$ cat src/rpDrive_consts.svh
////////////////////////////////////////
// RP drive constants
////////////////////////////////////////

`ifndef RPDRIVE_CONSTS_SVH
`define RPDRIVE_CONSTS_SVH

// Drive geometry
`define RP_NUM_CYL      815
`define RP_NUM_TRK      19
`define RP_NUM_SECT     20

// Operation delays in clock cycles
`define RP_SEEK_CYCLES  16
`define RP_XFER_CYCLES  8

// Register select codes
`define RP_ADR_CS1      5'd0
`define RP_ADR_DS       5'd1
`define RP_ADR_ER1      5'd2
`define RP_ADR_DA       5'd5
`define RP_ADR_DC       5'd9

// Function codes, CS1 bits 5:1
`define RP_FN_NOP       5'o00
`define RP_FN_SEEK      5'o02
`define RP_FN_RECAL     5'o03
`define RP_FN_DRVCLR    5'o04
`define RP_FN_READ      5'o34

// CS1 fields
`define RP_CS1_GO       0
`define RP_CS1_FUN      5:1

// Status and error bit positions
`define RP_DS_ATA       15
`define RP_DS_ERR       14
`define RP_DS_DRY       7
`define RP_ER1_IAE      10

// Address fields within a write word
`define RP_DA_SECT      4:0
`define RP_DA_TRK       12:8
`define RP_DC_DCA       9:0

`endif
$ cat src/rpCmdPkg.sv
////////////////////////////////////////
// RP controller command types
////////////////////////////////////////

`default_nettype none

package rpCmdPkg;

   // Function FSM states
   typedef enum logic [1:0]
   {
      stIdle,
      stSeek,
      stXfer
   } ctrlStateT;

   // Strobes from controller to address registers
   // Each one is high for a single cycle
   typedef struct packed
   {
      logic wrDc;
      logic wrDa;
      logic clr;
      logic incSect;
   } addrCmdT;

endpackage

`default_nettype wire

$ cat src/rpRegPkg.sv
////////////////////////////////////////
// RP register bus types
////////////////////////////////////////

`default_nettype none

package rpRegPkg;

   // Host write data, full 36-bit word
   typedef logic [35:0] busDataT;

   // One drive register as seen by the host
   typedef logic [15:0] rpWordT;

   // Register select code
   typedef logic [4:0] regAdrT;

   //
   // Address fields
   //

   // Desired cylinder
   typedef logic [9:0] dcaT;

   // Desired track
   typedef logic [4:0] trkT;

   // Desired sector
   typedef logic [4:0] sectT;

   // Host write bus
   // wr is a single-cycle strobe per write
   typedef struct packed
   {
      logic    wr;
      regAdrT  adr;
      busDataT data;
   } rpBusT;

endpackage

`default_nettype wire

$ cat src/rpDrive.sv
////////////////////////////////////////
// RP disk drive top
////////////////////////////////////////

`default_nettype none
`timescale 1ns/100ps

module rpDrive
(
   input  logic             clk,
   input  logic             rst,
   input  rpRegPkg::rpBusT  rpBus,
   input  rpRegPkg::regAdrT rdAdr,
   output rpRegPkg::rpWordT rdData,
   output logic             attn
);

   import rpRegPkg::*;
   import rpCmdPkg::*;

   // Controller strobes to address registers
   addrCmdT addrCmd;

   // Current disk address back to controller
   dcaT  dca;
   trkT  trk;
   sectT sect;

   // Track wrap carry from DA to DC
   logic incCyl;

   ////////////////////////////////////////
   // Controller
   ////////////////////////////////////////

   rpCtrl i_ctrl
   (
      .clk     (clk),
      .rst     (rst),
      .rpBus   (rpBus),
      .rdAdr   (rdAdr),
      .rdData  (rdData),
      .attn    (attn),
      .dca     (dca),
      .trk     (trk),
      .sect    (sect),
      .addrCmd (addrCmd)
   );

   ////////////////////////////////////////
   // Address registers
   ////////////////////////////////////////

   rpdc i_rpdc
   (
      .clk     (clk),
      .rst     (rst),
      .addrCmd (addrCmd),
      .data    (rpBus.data),
      .incCyl  (incCyl),
      .dca     (dca)
   );

   rpda i_rpda
   (
      .clk     (clk),
      .rst     (rst),
      .addrCmd (addrCmd),
      .data    (rpBus.data),
      .trk     (trk),
      .sect    (sect),
      .incCyl  (incCyl)
   );

endmodule

`default_nettype wire

$ cat src/rpCtrl.sv
////////////////////////////////////////
// RP drive controller
////////////////////////////////////////

`default_nettype none
`timescale 1ns/100ps

`include "rpDrive_consts.svh"

module rpCtrl
(
   input  logic              clk,
   input  logic              rst,
   input  rpRegPkg::rpBusT   rpBus,
   input  rpRegPkg::regAdrT  rdAdr,
   output rpRegPkg::rpWordT  rdData,
   output logic              attn,
   input  rpRegPkg::dcaT     dca,
   input  rpRegPkg::trkT     trk,
   input  rpRegPkg::sectT    sect,
   output rpCmdPkg::addrCmdT addrCmd
);

   import rpRegPkg::*;
   import rpCmdPkg::*;

   // Delay counter sized for the longer operation
   localparam int cntMax   = (`RP_SEEK_CYCLES > `RP_XFER_CYCLES) ?
                             `RP_SEEK_CYCLES : `RP_XFER_CYCLES;
   localparam int cntWidth = $clog2(cntMax);

   ctrlStateT           state;
   logic [cntWidth-1:0] cnt;
   logic [4:0]          funReg;
   logic                ata;
   logic                iae;
   logic                dry;
   logic                err;

   // Write decode
   logic       wrCs1;
   logic [4:0] fun;
   logic       goCmd;
   logic       addrOk;
   logic       posFun;
   logic       startSeek;
   logic       startRead;
   logic       badAddr;
   logic       doRecal;
   logic       doClear;
   logic       seekDone;

   // Read-back words
   rpWordT cs1Word;
   rpWordT dsWord;
   rpWordT er1Word;
   rpWordT daWord;
   rpWordT dcWord;

   ////////////////////////////////////////
   // Bus decode
   ////////////////////////////////////////

   // Ready whenever no operation is running
   assign dry = (state == stIdle);
   assign err = iae;

   assign wrCs1 = rpBus.wr && (rpBus.adr == `RP_ADR_CS1) && dry;
   assign fun   = rpBus.data[`RP_CS1_FUN];
   assign goCmd = wrCs1 && rpBus.data[`RP_CS1_GO];

   // Current address against drive geometry
   assign addrOk = (dca < dcaT'(`RP_NUM_CYL)) && (trk < trkT'(`RP_NUM_TRK))
                   && (sect < sectT'(`RP_NUM_SECT));

   // Only positioning and transfer use the address
   assign posFun    = (fun == `RP_FN_SEEK) || (fun == `RP_FN_READ);
   assign startSeek = goCmd && (fun == `RP_FN_SEEK) && addrOk;
   assign startRead = goCmd && (fun == `RP_FN_READ) && addrOk;
   assign badAddr   = goCmd && posFun && !addrOk;
   assign doRecal   = goCmd && (fun == `RP_FN_RECAL);
   assign doClear   = goCmd && (fun == `RP_FN_DRVCLR);
   assign seekDone  = (state == stSeek) && (cnt == '0);

   // Address register loads only when ready
   assign addrCmd.wrDc    = rpBus.wr && (rpBus.adr == `RP_ADR_DC) && dry;
   assign addrCmd.wrDa    = rpBus.wr && (rpBus.adr == `RP_ADR_DA) && dry;
   assign addrCmd.clr     = doRecal;
   // One early so DC carry lands by the time DRY rises
   assign addrCmd.incSect = (state == stXfer) && (cnt == cntWidth'(1));

   ////////////////////////////////////////
   // Function FSM
   ////////////////////////////////////////

   always_ff @(posedge clk or posedge rst)
   begin
      if (rst)
      begin
         state  <= stIdle;
         cnt    <= '0;
         funReg <= `RP_FN_NOP;
      end
      else
      begin
         // Remember last function for CS1
         if (wrCs1)
            funReg <= fun;
         case (state)
            stIdle:
            begin
               if (startSeek)
               begin
                  state <= stSeek;
                  cnt   <= cntWidth'(`RP_SEEK_CYCLES - 1);
               end
               else if (startRead)
               begin
                  state <= stXfer;
                  cnt   <= cntWidth'(`RP_XFER_CYCLES - 1);
               end
            end
            stSeek, stXfer:
            begin
               if (cnt == '0)
                  state <= stIdle;
               else
                  cnt <= cnt - 1'b1;
            end
            default:
               state <= stIdle;
         endcase
      end
   end

   // Attention and address error bits cleared by drive clear
   always_ff @(posedge clk or posedge rst)
   begin
      if (rst)
      begin
         ata <= 1'b0;
         iae <= 1'b0;
      end
      else if (doClear)
      begin
         ata <= 1'b0;
         iae <= 1'b0;
      end
      else
      begin
         if (seekDone || doRecal)
            ata <= 1'b1;
         if (badAddr)
            iae <= 1'b1;
      end
   end

   assign attn = ata;

   ////////////////////////////////////////
   // Read multiplexer
   ////////////////////////////////////////

   always_comb
   begin
      cs1Word                = '0;
      cs1Word[`RP_CS1_FUN]   = funReg;
      // GO reads back set while busy
      cs1Word[`RP_CS1_GO]    = ~dry;
      dsWord                 = '0;
      dsWord[`RP_DS_ATA]     = ata;
      dsWord[`RP_DS_ERR]     = err;
      dsWord[`RP_DS_DRY]     = dry;
      er1Word                = '0;
      er1Word[`RP_ER1_IAE]   = iae;
      daWord                 = '0;
      daWord[`RP_DA_TRK]     = trk;
      daWord[`RP_DA_SECT]    = sect;
      dcWord                 = '0;
      dcWord[`RP_DC_DCA]     = dca;
      case (rdAdr)
         `RP_ADR_CS1: rdData = cs1Word;
         `RP_ADR_DS:  rdData = dsWord;
         `RP_ADR_ER1: rdData = er1Word;
         `RP_ADR_DA:  rdData = daWord;
         `RP_ADR_DC:  rdData = dcWord;
         default:     rdData = '0;
      endcase
   end

   // Busy drive moves DC/DA only through the sector step
   assert property (@(posedge clk) disable iff (rst)
      (state != stIdle) && ($past(state) != stIdle) && !$past(addrCmd.incSect)
      && !$past(addrCmd.incSect, 2) |-> $stable({dca, trk, sect}));

   // Sector step comes one cycle before the transfer ends
   assert property (@(posedge clk) disable iff (rst)
      addrCmd.incSect |-> (state == stXfer) ##1 (state == stXfer && cnt == '0));

endmodule

`default_nettype wire

$ cat src/rpda.sv
////////////////////////////////////////
// RP track/sector register
////////////////////////////////////////

`default_nettype none
`timescale 1ns/100ps

`include "rpDrive_consts.svh"

module rpda
(
   input  logic              clk,
   input  logic              rst,
   input  rpCmdPkg::addrCmdT addrCmd,
   input  rpRegPkg::busDataT data,
   output rpRegPkg::trkT     trk,
   output rpRegPkg::sectT    sect,
   output logic              incCyl
);

   import rpRegPkg::*;

   // Desired track and sector
   trkT  trkReg;
   sectT sectReg;

   // Registered carry into the cylinder
   logic incCylReg;

   // Wrap points from the geometry
   logic lastSect;
   logic lastTrk;

   assign lastSect = (sectReg == sectT'(`RP_NUM_SECT - 1));
   assign lastTrk  = (trkReg == trkT'(`RP_NUM_TRK - 1));

   ////////////////////////////////////////
   // Track and sector
   ////////////////////////////////////////

   always_ff @(posedge clk or posedge rst)
   begin
      if (rst)
      begin
         trkReg  <= '0;
         sectReg <= '0;
      end
      else if (addrCmd.clr)
      begin
         trkReg  <= '0;
         sectReg <= '0;
      end
      else if (addrCmd.wrDa)
      begin
         trkReg  <= trkT'(data[`RP_DA_TRK]);
         sectReg <= sectT'(data[`RP_DA_SECT]);
      end
      else if (addrCmd.incSect)
      begin
         if (lastSect)
         begin
            // Sector wraps, carry into track
            sectReg <= '0;
            if (lastTrk)
               trkReg <= '0;
            else
               trkReg <= trkReg + 1'b1;
         end
         else
            sectReg <= sectReg + 1'b1;
      end
   end

   // One-cycle carry to DC when the track wraps
   // DC therefore moves one cycle after DA
   always_ff @(posedge clk or posedge rst)
   begin
      if (rst)
         incCylReg <= 1'b0;
      else
         incCylReg <= addrCmd.incSect & ~addrCmd.clr & ~addrCmd.wrDa
                      & lastSect & lastTrk;
   end

   assign trk    = trkReg;
   assign sect   = sectReg;
   assign incCyl = incCylReg;

endmodule

`default_nettype wire

$ cat src/rpdc.sv
////////////////////////////////////////
// RP desired cylinder register
////////////////////////////////////////

`default_nettype none
`timescale 1ns/100ps

`include "rpDrive_consts.svh"

module rpdc
(
   input  logic              clk,
   input  logic              rst,
   input  rpCmdPkg::addrCmdT addrCmd,
   input  rpRegPkg::busDataT data,
   input  logic              incCyl,
   output rpRegPkg::dcaT     dca
);

   import rpRegPkg::*;

   // Desired cylinder address
   dcaT dcaReg;

   ////////////////////////////////////////
   // Cylinder register
   ////////////////////////////////////////

   // Clear wins, then host load, then carry from DA
   always_ff @(posedge clk or posedge rst)
   begin
      if (rst)
         dcaReg <= '0;
      else if (addrCmd.clr)
         dcaReg <= '0;
      else if (addrCmd.wrDc)
         dcaReg <= dcaT'(data[`RP_DC_DCA]);
      else if (incCyl)
         dcaReg <= dcaReg + 1'b1;
   end

   assign dca = dcaReg;

   ////////////////////////////////////////
   // Checks
   ////////////////////////////////////////

   // Host load must never collide with a carry out of DA
   assert property (@(posedge clk) disable iff (rst)
      !(addrCmd.wrDc && incCyl));

endmodule

`default_nettype wire

$ cat config.mk
export PLATFORM = sky130hd
export DESIGN_NAME = rpDrive
export DESIGN_NICKNAME = d
export VERILOG_FILES = /design/src/rpCmdPkg.sv /design/src/rpRegPkg.sv /design/src/rpDrive.sv /design/src/rpCtrl.sv /design/src/rpda.sv /design/src/rpdc.sv
export VERILOG_INCLUDE_DIRS = /design/src
export SDC_FILE = /design/constraint.sdc
export NUM_CORES = 1
export LEC_CHECK = 0
export BUFFER_PORTS_ARGS = -buffer_cell sky130_fd_sc_hd__buf_4
export CAP_MARGIN = 20
export CORE_MARGIN = 2
export CORE_UTILIZATION = 30
export DETAILED_ROUTE_END_ITERATION = 16
export GPL_ROUTABILITY_DRIVEN = 0
export PLACE_DENSITY_LB_ADDON = 0.15
export SYNTH_ARGS = -nofsm -noshare
export SYNTH_HDL_FRONTEND = slang
export SYNTH_HIERARCHICAL = 1
export SYNTH_SLANG_ARGS = --single-unit
$ cat constraint.sdc
create_clock -name clk -period 5.77 [get_ports clk]
set_input_delay 0.577 -clock clk [delete_from_list [all_inputs] [get_ports clk]]
set_output_delay 0.577 -clock clk [all_outputs]
set_load 0.1 [all_outputs]
## After elaboration in Yosys (flattened, before gate mapping)

Index checks and enable logic that the tools add are counted.

| cells by class | value |
|---|---|
| add/sub/neg operators | 4 |
| reductions and logical operators | 36 |
| eq/ne operators | 18 |
| bitwise operators | 7 |
| magnitude comparators | 3 |
| muxes and demuxes | 25 |

Operators with widths:

| kind | number |
|---|---|
| one-hot mux 16 bit (5 select lines) | 1 |
| 2-to-1 mux 5 bit | 9 |
| 2-to-1 mux 10 bit | 3 |
| logical AND 1 bit | 19 |
| equality test 5 x 2 -> 1 bit (second input constant) | 3 |
| equality test 5 x 3 -> 1 bit (second input constant) | 3 |
| equality test 5 bit (second input constant) | 3 |
| 2-to-1 mux 4 bit | 3 |
| adder 10 x 1 -> 10 bit (second input constant) | 1 |
| adder 5 x 1 -> 5 bit (second input constant) | 2 |
| equality test 5 x 4 -> 1 bit (second input constant) | 2 |
| zero test 5 bit | 2 |
| < comparator 10 bit (second input constant) | 1 |
| < comparator 5 bit (second input constant) | 2 |
| nonzero test 3 bit | 3 |
| one-hot mux 4 bit (2 select lines) | 1 |
| 2-to-1 mux 2 bit | 3 |
| nonzero test 2 bit | 3 |
| equality test 5 x 1 -> 1 bit (second input constant) | 1 |
| bitwise AND 1 bit | 4 |
| equality test 4 x 1 -> 1 bit (second input constant) | 1 |
| zero test 4 bit | 1 |
| 2-to-1 mux 1 bit | 4 |
| one-hot mux 2 bit (2 select lines) | 1 |
| other kinds (13) | 17 |

| storage, ports and cells | value |
|---|---|
| logic and storage cells | 102 |
| flip-flop bits (word level) | 34 |
| input port bits | 49 |
| output and inout port bits | 17 |

## Longest topological paths before layout

Gate-level depths: netlist of the first run.

| depth | value |
|---|---|
| depth after elaboration | 10 |
| mapped depth | 11 |
| gate-level depth less buffers | 8 |

## Hierarchy

The synthesis of the first run kept the hierarchy.

By module, submodules not included:

| module | cells each | sequential area each (µm²) | area an instance (µm²) | times used |
|---|---|---|---|---|
| rpCtrl | 130 | 325.3 | 1139.8 | 1 |
| rpda | 82 | 275.3 | 739.5 | 1 |
| rpdc | 65 | 250.2 | 584.3 | 1 |

## Least setup slack after synthesis of the first run

OpenSTA, ideal clock, no wires.

| timing | value |
|---|---|
| path kind | input port to output port |
| start point | input rdAdr[1] |
| end point | output rdData[10] |
| required time | 5.193 ns |
| setup slack | 2.324 ns |
| arrival time | 2.869 ns |
| cell stages on the path | 3 |
| buffers on the path | 0 |
| path through | and4b_1 > a31oi_1 > nor3_1 |

| between the ends | value |
|---|---|
| longest elaborated chain between the ends | 2 |
| elaborated cells between the ends (all ways) | 6 |
| those cells by class | eq/ne (4); mux (1); reduce/logical (1) |

RTL lines:

| element | RTL line | text |
|---|---|---|
| start: declaration | rpDrive.sv:13 | `input rpRegPkg::regAdrT rdAdr,` |
| equality test 5 x 4 -> 1 bit (tied with other cells) | rpCtrl.sv:181 | `case (rdAdr)` |
| one-hot mux 16 bit (5 select lines) * | rpCtrl.sv:181 |  |
| end: declaration | rpDrive.sv:14 | `output rpRegPkg::rpWordT rdData,` |

Mark *: on every way between the ends. The rest lies on a longest branch, timed or not.

## Final worst setup path of the first run

| timing | value |
|---|---|
| start point | input rdAdr[1] |
| end point | output rdData[1] |

The elaborated chain is that of the path after synthesis.

==> flow_summary_export.csv, run 1 <==
group,metric,value,unit
timing,slew_headroom,36.8,%
yosys,synth_top_family_by_area,"simple AND/OR/NAND/NOR gates",
worst_setup_path,required,5.19,ns
outcome,status,"complete, no violations",
power_and_ir_drop,vdd_drop_max,107,uV
timing,max_clock_freq,335,MHz
floorplanning,die_w,94.6,um
clock_network,post_cts_resized,0,
final_layout,synthToLayoutAreaGrowth,20.9,%
clock_network,cts_tree,"done",
timing,hold_viol_final,0,
yosys,synth_fp_nets,335,
yosys,async_flop_share,100,%
route,wl_per_cell,15.8,um
floorplanning,pin_count,66,
clock_network,cts_setup_buffers,0,
timing,period_needed,2.98,ns
worst_setup_path,crit_type,"in2out",
power_and_ir_drop,p_leak,0.00128,uW
power_and_ir_drop,powerDensity,251,mW/mm2
worst_setup_path,r2r_end,"i_rpdc/dca[5]$_DFFE_PP0P_",
place,io_buffers,41,
worst_setup_path,endpoint_kind,"output port",
yosys,syn_area,0.00246,mm2
global_routing,grt_usage,16.2,%
yosys,synth-simple-area-share,26.6,%
run,max_cap_violations,0,
power_and_ir_drop,clockPowerShare,30.1,%
final_layout,final_util,36.8,%
power_and_ir_drop,finalPower,748,uW
timing,clock_skew,0.0104,ns
yosys,syn_inst,277,
worst_setup_path,startpoint_type,"input port",
yosys,synthAdderAreaFrac,4.57,%
route,via_per_inst,5.23,
global_routing,grt_antenna_before_repair,0,
power_and_ir_drop,p_sw,250,uW
yosys,ys.flop_type,"dfrtp_1",
yosys,synth_mux_area_share,4.37,%
timing,fin_tns_setup,0,ns
clock_network,cts_sinks,34,
final_layout,finish.instance_area,0.00298,mm2
yosys,synth.distinct_cells,65,
clock_network,clk_latency,0.29,ns
route,drc,0,
clock_network,hold_buffers,0,
yosys,synth_xor_area_share,2.13,%
clock_network,clk_pin_slew,0.07,ns
clock_network,clockBufferDepth,2,
worst_setup_path,r2r-start,"i_ctrl/state[0]$_DFFE_PP0P_",
route,drtIter0Drc,134,
global_routing,grt_pass1_vias,2168,
final_layout,fin_nets,373,
global_routing,grt.overflow.total,0,
yosys,synth_seq_cells,34,
clock_network,cts_made_buffers,5,
timing,rsz0062_at_grt,"no",
final_layout,fill_cells,862,
power_and_ir_drop,power_frac_comb,24.9,%
final_layout,mostFrequentLayoutCell,"buf_4",
floorplanning,core,0.00809,mm2
worst_setup_path,crit_fanout,9,
yosys,synth_compound_area_share,21.5,%
place,post_dp_cell_area,0.00287,mm2
power_and_ir_drop,swShare,33.4,%
timing,drv_slew,0,
timing,setup_viol,0,
route,vias,2198,
clock_network,htree_levels,2,
worst_setup_path,r2r_slack,2.80,ns
global_routing,grt_max_degree,23,
yosys,ys_seq_area_share,34.5,%
yosys,syn_avg_cell_area,8.89,um2
place,dpl.hpwl,4.98,mm
power_and_ir_drop,power.internal,498,uW
final_layout,antennaDiodeCount,0,
timing,worstMarginPinSlew,0.947,ns
floorplanning,dieArea,0.00895,mm2
final_layout,final_cell_mix,"buf_4 (43), dfrtp_1 (34), inv_1 (25), nor2_1 (22), a21oi_1 (18)",
floorplanning,die_y,94.6,um
worst_setup_path,worst_ep_arrival_time,2.40,ns
floorplanning,initial_core_util,30.4,%
timing,post-route-period-util,51.7,%
yosys,synth_edf_count,0,
route,ant_nets,0,
route,wirelength,6.63,mm
final_layout,drive_gt1_share,22.9,%
min_path,min_path_type,"in2async",
route,dr.pass1.iters,4,
clock_network,root_buffer,"clkbuf_8",
yosys,synth_warnings,6,
power_and_ir_drop,p_seq_share,45.0,%
global_routing,grt_pass1_wl,11.1,mm
worst_setup_path,worstRegToRegCells,8,
floorplanning,rows,33,
## cell families after synthesis
logic type / Yosys count
adder cells (fa/ha/maj): 9
buffers and inverters: 37
multiplexers: 10
flip-flops: 34
AND/OR/NAND/NOR: 110
XOR/XNOR: 6
other: 1
AO/OA/AOI/OAI: 70
## stage by stage
stage          hold WS [ns]  worst slack [ns]  std cells
2_1_floorplan         0.417              2.32        277
3_3_place_gp          0.492              2.76        413
3_5_place_dp          0.498              2.77        413
4_1_cts               0.303              2.74        420
5_1_grt               0.318              2.53        420
6_report              0.295              2.79        420
## worst max-delay path by stage
stage | to | cells past startpoint | startpoint
5_1_grt | i_rpdc/dca[5]$_DFFE_PP0P_ | 8 | i_ctrl/state[1]$_DFFE_PP0P_
3_3_place_gp | i_rpdc/dca[5]$_DFFE_PP0P_ | 8 | i_ctrl/state[0]$_DFFE_PP0P_
3_5_place_dp | i_rpdc/dca[5]$_DFFE_PP0P_ | 8 | i_ctrl/state[0]$_DFFE_PP0P_
2_1_floorplan | rdData[10] | 3 | rdAdr[1]
6_report | rdData[1] | 7 | rdAdr[1]
4_1_cts | i_rpdc/dca[5]$_DFFE_PP0P_ | 8 | i_ctrl/state[0]$_DFFE_PP0P_
## power by group through the flow
stage                     registers, uW  clock network, uW  logic, uW
after CTS                           336                231        187
after global placement              341                  0        184
after global routing                344                246        211
after detailed placement            340                  0        186
after floorplan                     320                  0        144
final                               337                225        186
## critical path, stage by stage
cell	delay (ns)
buf_4	0.12
nand2b_1	0.16
or3_1	0.35
nor2_1	0.52
a222oi_1	0.26
inv_1	0.12
buf_4	0.29
## cells in the mapped netlist, types with 3 or more instances
master | n | area [um2]
nor4b_1 | 5 | 43.8
a211oi_1 | 4 | 30.0
dfrtp_1 | 34 | 851
a21oi_1 | 18 | 90.1
mux2_2 | 6 | 67.6
ha_1 | 9 | 113
nor2_1 | 22 | 82.6
nor2b_1 | 6 | 37.5
inv_1 | 25 | 93.8
and2_1 | 5 | 31.3
a31oi_1 | 4 | 25.0
nor3b_1 | 3 | 22.5
xor2_1 | 4 | 35.0
nand2b_1 | 5 | 31.3
nor3_1 | 8 | 40.0
clkbuf_1 | 5 | 18.8
and3_1 | 4 | 25.0
a222oi_1 | 4 | 40.0
a311oi_1 | 3 | 26.3
o21bai_1 | 3 | 22.5
a221oi_1 | 3 | 26.3
buf_2 | 4 | 20.0
mux2i_1 | 4 | 40.0
nand3_1 | 5 | 25.0
a22o_1 | 3 | 26.3
nand4_1 | 7 | 43.8
o21ai_0 | 5 | 25.0
nand2_1 | 15 | 56.3
or3_1 | 8 | 50.1
## sequential cells by signal (all words and copies together) (netlist names)
signal and count:
i_ctrl/attn 1, i_rpdc/dca 10, i_ctrl/funReg 5, i_rpda/incCyl 1, i_rpda/sect 5, i_ctrl/cnt 4, i_ctrl/state 2, i_ctrl/err 1
i_rpda/trk 5
## metal layers
layer / share of wire (%) / vias up / routed length [um] / global-route usage [%]
li1: - / 1103 / - / -
met1: 48 / 1047 / 3190 / 21.5
met2: 46 / 42 / 3070 / 25.4
met3: 4.3 / 6 / 283 / 4.71
met4: 1.3 / 0 / 88 / 4.95
met5: 0 / - / 0 / 0
## area by class of cell
| type | count | area, um2 | share of cell area (%) |
|---|---|---|---|
| well taps | 105 | 131 | 4.41 |
| flip-flops and latches | 34 | 851 | 28.6 |
| clock buffers | 6 | 82.6 | 2.77 |
| multi-input cells | 206 | 1470 | 49.2 |
| repair buffers | 43 | 323 | 10.8 |
| clock inverters | 1 | 30.0 | 1.01 |
| inverters | 25 | 93.8 | 3.15 |
(Power assumes the default switching activity.)
==> run 2: changes to the inputs <==
clock period = 2.85 ns   (was 5.77 ns; I/O delays follow)
==> run 2 against run 1 <==
- critical endpoint is now i_rpdc/dca[5]$_DFFE_PP0P_
- sequential share of layout area shrank 0.31 points
- first-iteration DRC count shrank 30%
- global-route usage shrank 0.30 points
- setup slack lost 2.3 ns
- clock power grew 70%
==> flow_summary_export.csv, run 2 (same netlist as run 1, synthesis figures left out) <==
group,metric,value,unit
worst_setup_path,worstRegToRegCells,8,
clock_network,hold_buffers,0,
power_and_ir_drop,powerDensity,479,mW/mm2
power_and_ir_drop,vdd_drop_max,181,uV
timing,post-route-period-util,83.3,%
floorplanning,pin_count,66,
clock_network,post_cts_resized,0,
power_and_ir_drop,p_leak,0.00130,uW
min_path,min_path_type,"in2async",
global_routing,grt_pass1_wl,11.1,mm
route,drc,0,
worst_setup_path,cp_cell_sequence,"inv_1 > ha_1 > nand4bb_1 > or2_2 > nor3b_1 > inv_1 > o21bai_1 > a31oi_1",
final_layout,synthToLayoutAreaGrowth,22.2,%
worst_setup_path,crit_type,"reg2reg",
route,drtIter0Drc,94,
clock_network,cts_sinks,34,
worst_setup_path,endpoint_kind,"flop",
final_layout,antennaDiodeCount,0,
timing,slew_headroom,59.9,%
outcome,status,"complete, no violations",
power_and_ir_drop,clockPowerShare,26.5,%
global_routing,grt_max_degree,23,
timing,hold_viol_final,0,
worst_setup_path,startpoint,"i_ctrl/state[0]$_DFFE_PP0P_",
worst_setup_path,r2r-start,"i_ctrl/state[0]$_DFFE_PP0P_",
worst_setup_path,crit_family,"simple AND/OR/NAND/NOR gates",
floorplanning,die_y,94.6,um
route,wirelength,6.68,mm
global_routing,grt_antenna_before_repair,0,
power_and_ir_drop,power_frac_comb,26.4,%
clock_network,clk_pin_slew,0.08,ns
place,io_buffers,41,
timing,period_needed,2.38,ns
global_routing,grt.overflow.total,0,
global_routing,grt_pass1_vias,2193,
timing,max_clock_freq,421,MHz
worst_setup_path,crit_top_cell,"inv_1",
clock_network,clk_latency,0.28,ns
place,dpl.hpwl,5.04,mm
floorplanning,rows,33,
final_layout,final_cell_mix,"buf_4 (49), dfrtp_1 (34), inv_1 (25), nor2_1 (22), a21oi_1 (18)",
worst_setup_path,required,3.00,ns
clock_network,clockBufferDepth,2,
clock_network,cts_made_buffers,5,
clock_network,root_buffer,"clkbuf_8",
timing,drv_slew,0,
clock_network,cts_tree,"done",
worst_setup_path,crit_fanout,16,
timing,rsz0062_at_grt,"no",
worst_setup_path,crit_cells,8,
worst_setup_path,startpoint_type,"flop",
route,vias,2245,
timing,clock_skew,0.00951,ns
route,via_per_inst,5.26,
final_layout,fin_nets,379,
timing,fin_tns_setup,0,ns
final_layout,mostFrequentLayoutCell,"buf_4",
final_layout,fill_cells,864,
final_layout,drive_gt1_share,24.8,%
worst_setup_path,cpPeakStageDelay,0.39,ns
floorplanning,die_w,94.6,um
floorplanning,dieArea,0.00895,mm2
power_and_ir_drop,p_sw,519,uW
final_layout,final_util,37.2,%
floorplanning,core,0.00809,mm2
worst_setup_path,crit_buf_inv,2,
clock_network,cts_setup_buffers,0,
clock_network,htree_levels,2,
power_and_ir_drop,p_seq_share,47.1,%
worst_setup_path,worst_ep_arrival_time,2.52,ns
floorplanning,initial_core_util,30.4,%
worst_setup_path,slowest_stage,"dfrtp_1",
route,wl_per_cell,15.6,um
power_and_ir_drop,finalPower,1440,uW
power_and_ir_drop,power.internal,925,uW
route,ant_nets,0,
global_routing,grt_usage,15.9,%
route,dr.pass1.iters,4,
final_layout,largest_reg_flops,10,
power_and_ir_drop,swShare,35.9,%
run,max_cap_violations,0,
timing,worstMarginPinSlew,0.594,ns
timing,setup_viol,0,
[run 2: cell types whose count changed in the layout (fill, tap and decap cells not counted), sizes merged]
cell | previous run | this run
clkinvlp | 0 | 1
bufinv | 1 | 0
clkinv | 0 | 1
buf | 43 | 49
[run 2: final timing paths]
check                                               end  slack, ns
setup / recovery              i_rpdc/dca[5]$_DFFE_PP0P_       0.47
hold / removal                i_rpdc/dca[2]$_DFFE_PP0P_      0.007
setup reg to reg              i_rpdc/dca[5]$_DFFE_PP0P_       0.47
hold reg to reg            i_ctrl/funReg[4]$_DFFE_PP0N_       0.51
max in group asynchronous   i_ctrl/state[0]$_DFFE_PP0P_       2.43
min in group clk              i_rpda/trk[4]$_DFFE_PP0P_       0.26
[run 2: area by class of cell]
| class | instances | area, um2 | share of cell area [%] |
|---|---|---|---|
| Sequential cell | 34 | 851 | 28.3 |
| Timing Repair Buffer | 49 | 368 | 12.2 |
| Tap cell | 105 | 131 | 4.36 |
| Clock inverter | 2 | 12.5 | 0.416 |
| Clock buffer | 6 | 82.6 | 2.74 |
| Multi-Input combinational cell | 206 | 1470 | 48.9 |
| Inverter | 25 | 93.8 | 3.12 |
[run 2: stage by stage]
step                cells  hold slack [ns]  cell area [um2]  worst slack [ns]
finish                427          0.00664             3010             0.475
global route          427           0.0367             3010             0.187
CTS                   427           0.0155             3010             0.391
detailed placement    419            0.332             2920             0.404
global placement      419            0.336             2920             0.444
floorplan             277            0.125             2470             0.507
[run 2: power by group through the flow]
stage | logic (uW) | registers, uW | clock network, uW
6_report | 380 | 680 | 383
5_1_grt | 428 | 695 | 416
4_1_cts | 382 | 680 | 397
3_5_place_dp | 380 | 689 | 0
3_3_place_gp | 374 | 691 | 0
2_1_floorplan | 292 | 648 | 0
[run 2: worst register-to-register path: cells and delay by family (launching register included)]
family / cells / cell delay (ns)
buffers and inverters: 2 / 0.44
AO/OA/AOI/OAI: 2 / 0.29
AND/OR/NAND/NOR: 3 / 0.92
adder cells (fa/ha/maj): 1 / 0.19
flip-flops: 1 / 0.39
[run 2: layer usage]
| metal | track usage (%) | up-vias | routed length (um) |
|---|---|---|---|
| met1 | 22.1 | 1089 | 3280 |
| met4 | 3.99 | 0 | 26 |
| met3 | 3.27 | 2 | 273 |
| met5 | 0 | - | 0 |
| li1 | - | 1115 | - |
| met2 | 25.2 | 39 | 3100 |
==> run 3: changes to the inputs <==
clock period = 2.3 ns   (was 2.85 ns; I/O delays follow)
==> run 3 against run 2 <==
- combinational power increased by 34%
- die area is the same
- largest power group unchanged
- critical endpoint is now i_rpdc/dca[9]$_DFFE_PP0P_
- worst hold slack better by 0.19 ns
- clock skew decreased by 0.0062 ns
- setup slack worse by 0.26 ns
- sequential share of layout area is 0.38 points lower
- critical path type unchanged
- global-route usage up 0.21 points
==> flow_summary_export.csv, run 3 (same netlist as run 1, synthesis figures left out) <==
group,metric,value,unit
final_layout,mostFrequentLayoutCell,"buf_4",
worst_setup_path,worst_ep_arrival_time,2.32,ns
run,max_cap_violations,0,
timing,rsz0062_at_grt,"no",
global_routing,grt_pass1_wl,11.0,mm
final_layout,final_util,37.7,%
timing,period_needed,2.09,ns
power_and_ir_drop,power.internal,1120,uW
worst_setup_path,endpoint_kind,"flop",
clock_network,clk_latency,0.29,ns
timing,hold_viol_final,0,
power_and_ir_drop,p_seq_share,46.7,%
worst_setup_path,required,2.53,ns
timing,worstMarginPinSlew,0.643,ns
route,dr.pass1.iters,4,
final_layout,final_cell_mix,"buf_4 (52), dfrtp_1 (34), inv_1 (24), nor2_1 (22), a21oi_1 (18)",
global_routing,grt_usage,16.1,%
floorplanning,die_w,94.6,um
clock_network,cts_made_buffers,5,
route,drtIter0Drc,118,
power_and_ir_drop,vdd_drop_max,188,uV
global_routing,grt.overflow.total,0,
timing,slew_headroom,56.6,%
route,wirelength,6.93,mm
power_and_ir_drop,p_leak,0.00132,uW
power_and_ir_drop,clockPowerShare,24.5,%
clock_network,cts_tree,"done",
route,wl_per_cell,16.1,um
final_layout,fin_nets,384,
route,via_per_inst,5.26,
route,drc,0,
worst_setup_path,crit_type,"reg2reg",
power_and_ir_drop,p_sw,648,uW
timing,max_clock_freq,479,MHz
worst_setup_path,crit_fanout,5,
timing,whs,0.196,ns
power_and_ir_drop,swShare,36.6,%
floorplanning,initial_core_util,30.4,%
worst_setup_path,cpPeakStageDelay,0.39,ns
global_routing,grt_pass1_vias,2100,
global_routing,grt_max_degree,23,
clock_network,root_buffer,"clkbuf_8",
place,io_buffers,41,
place,dpl.hpwl,5.26,mm
floorplanning,pin_count,66,
worst_setup_path,cp_cell_sequence,"inv_1 > ha_1 > nand4bb_1 > or2_2 > nor3b_2 > buf_4 > nand2b_1 > or4_1 > o311a_1",
timing,fin_tns_setup,0,ns
global_routing,grt_antenna_before_repair,0,
min_path,min_path_type,"in2reg",
final_layout,synthToLayoutAreaGrowth,23.9,%
floorplanning,die_y,94.6,um
power_and_ir_drop,powerDensity,581,mW/mm2
timing,post-route-period-util,90.7,%
timing,clock_skew,0.00328,ns
outcome,status,"complete, no violations",
clock_network,clockBufferDepth,2,
timing,drv_slew,0,
final_layout,drive_gt1_share,26.1,%
floorplanning,dieArea,0.00895,mm2
worst_setup_path,slowest_stage,"dfrtp_1",
clock_network,cts_sinks,34,
final_layout,antennaDiodeCount,0,
floorplanning,rows,33,
route,ant_nets,0,
floorplanning,core,0.00809,mm2
timing,setup_slack,0.214,ns
worst_setup_path,startpoint_type,"flop",
clock_network,clk_pin_slew,0.07,ns
clock_network,htree_levels,2,
route,vias,2265,
final_layout,largest_reg_flops,10,
power_and_ir_drop,power_frac_comb,28.8,%
timing,setup_viol,0,
place,pre_cts_ws,0.106,ns
run 3: path summary, 6_finish.rpt:
kind | endpoint | depth (start not counted) | startpoint | slack [ns]
setup / recovery | i_rpdc/dca[9]$_DFFE_PP0P_ | 9 | i_ctrl/state[0]$_DFFE_PP0P_ | 0.21
hold / removal | i_rpda/trk[4]$_DFFE_PP0P_ | 3 | rpBus[12] | 0.20
setup reg to reg | i_rpdc/dca[9]$_DFFE_PP0P_ | 9 | i_ctrl/state[0]$_DFFE_PP0P_ | 0.21
hold reg to reg | i_ctrl/funReg[4]$_DFFE_PP0N_ | 1 | i_ctrl/funReg[4]$_DFFE_PP0N_ | 0.51
max in group asynchronous | i_ctrl/funReg[4]$_DFFE_PP0N_ | 3 | rst | 1.37
min in group asynchronous | i_rpdc/dca[6]$_DFFE_PP0P_ | 3 | rst | 0.52
run 3: metrics by stage:
step / power (uW) / instances / instance area, um2
finish: 1770 / 431 / 3050
floorplan: 1170 / 277 / 2470
global placement: 1340 / 423 / 2960
detailed placement: 1350 / 423 / 2960
global route: 1890 / 431 / 3050
CTS: 1790 / 431 / 3050
run 3: routing by layer:
layer	up-vias	GRT usage [%]	share of wire [%]
met5	-	0	0
met4	0	4.35	0.91
met3	5	3.03	3.7
met2	41	26.1	47
met1	1096	21.9	48
li1	1123	-	-
run 3: worst max-delay path: cells and delay by family (launching register included):
kind	cells	cell delay, ns
AOI/OAI and AO/OA	1	0.15
DFF	1	0.39
buffers and inverters	2	0.29
and+or+nand+nor	5	1.02
adders and majority gates	1	0.18
run 3: cell type report:
cell class,count,area (um2)
Fill cell,871,5040
Multi-Input combinational cell,206,1480
Sequential cell,34,851
Timing Repair Buffer,54,420
Tap cell,105,131
Inverter,25,93.8
Clock buffer,5,68.8
Clock inverter,2,10.0
run 3: power groups by stage:
stage	Clock [uW]	Combinational [uW]	Sequential, uW
floorplan	0	362	803
global placement	0	503	839
detailed placement	0	511	840
CTS	450	514	828
global route	473	573	846
finish	434	510	828
run 3: what timing repair did:
action | CTS | global route
hold endpoints to repair | 10 | 0
setup endpoints to repair | 0 | 7
hold buffers | 1 | 0
gates resized for setup | 0 | 1
setup buffers | 0 | 0
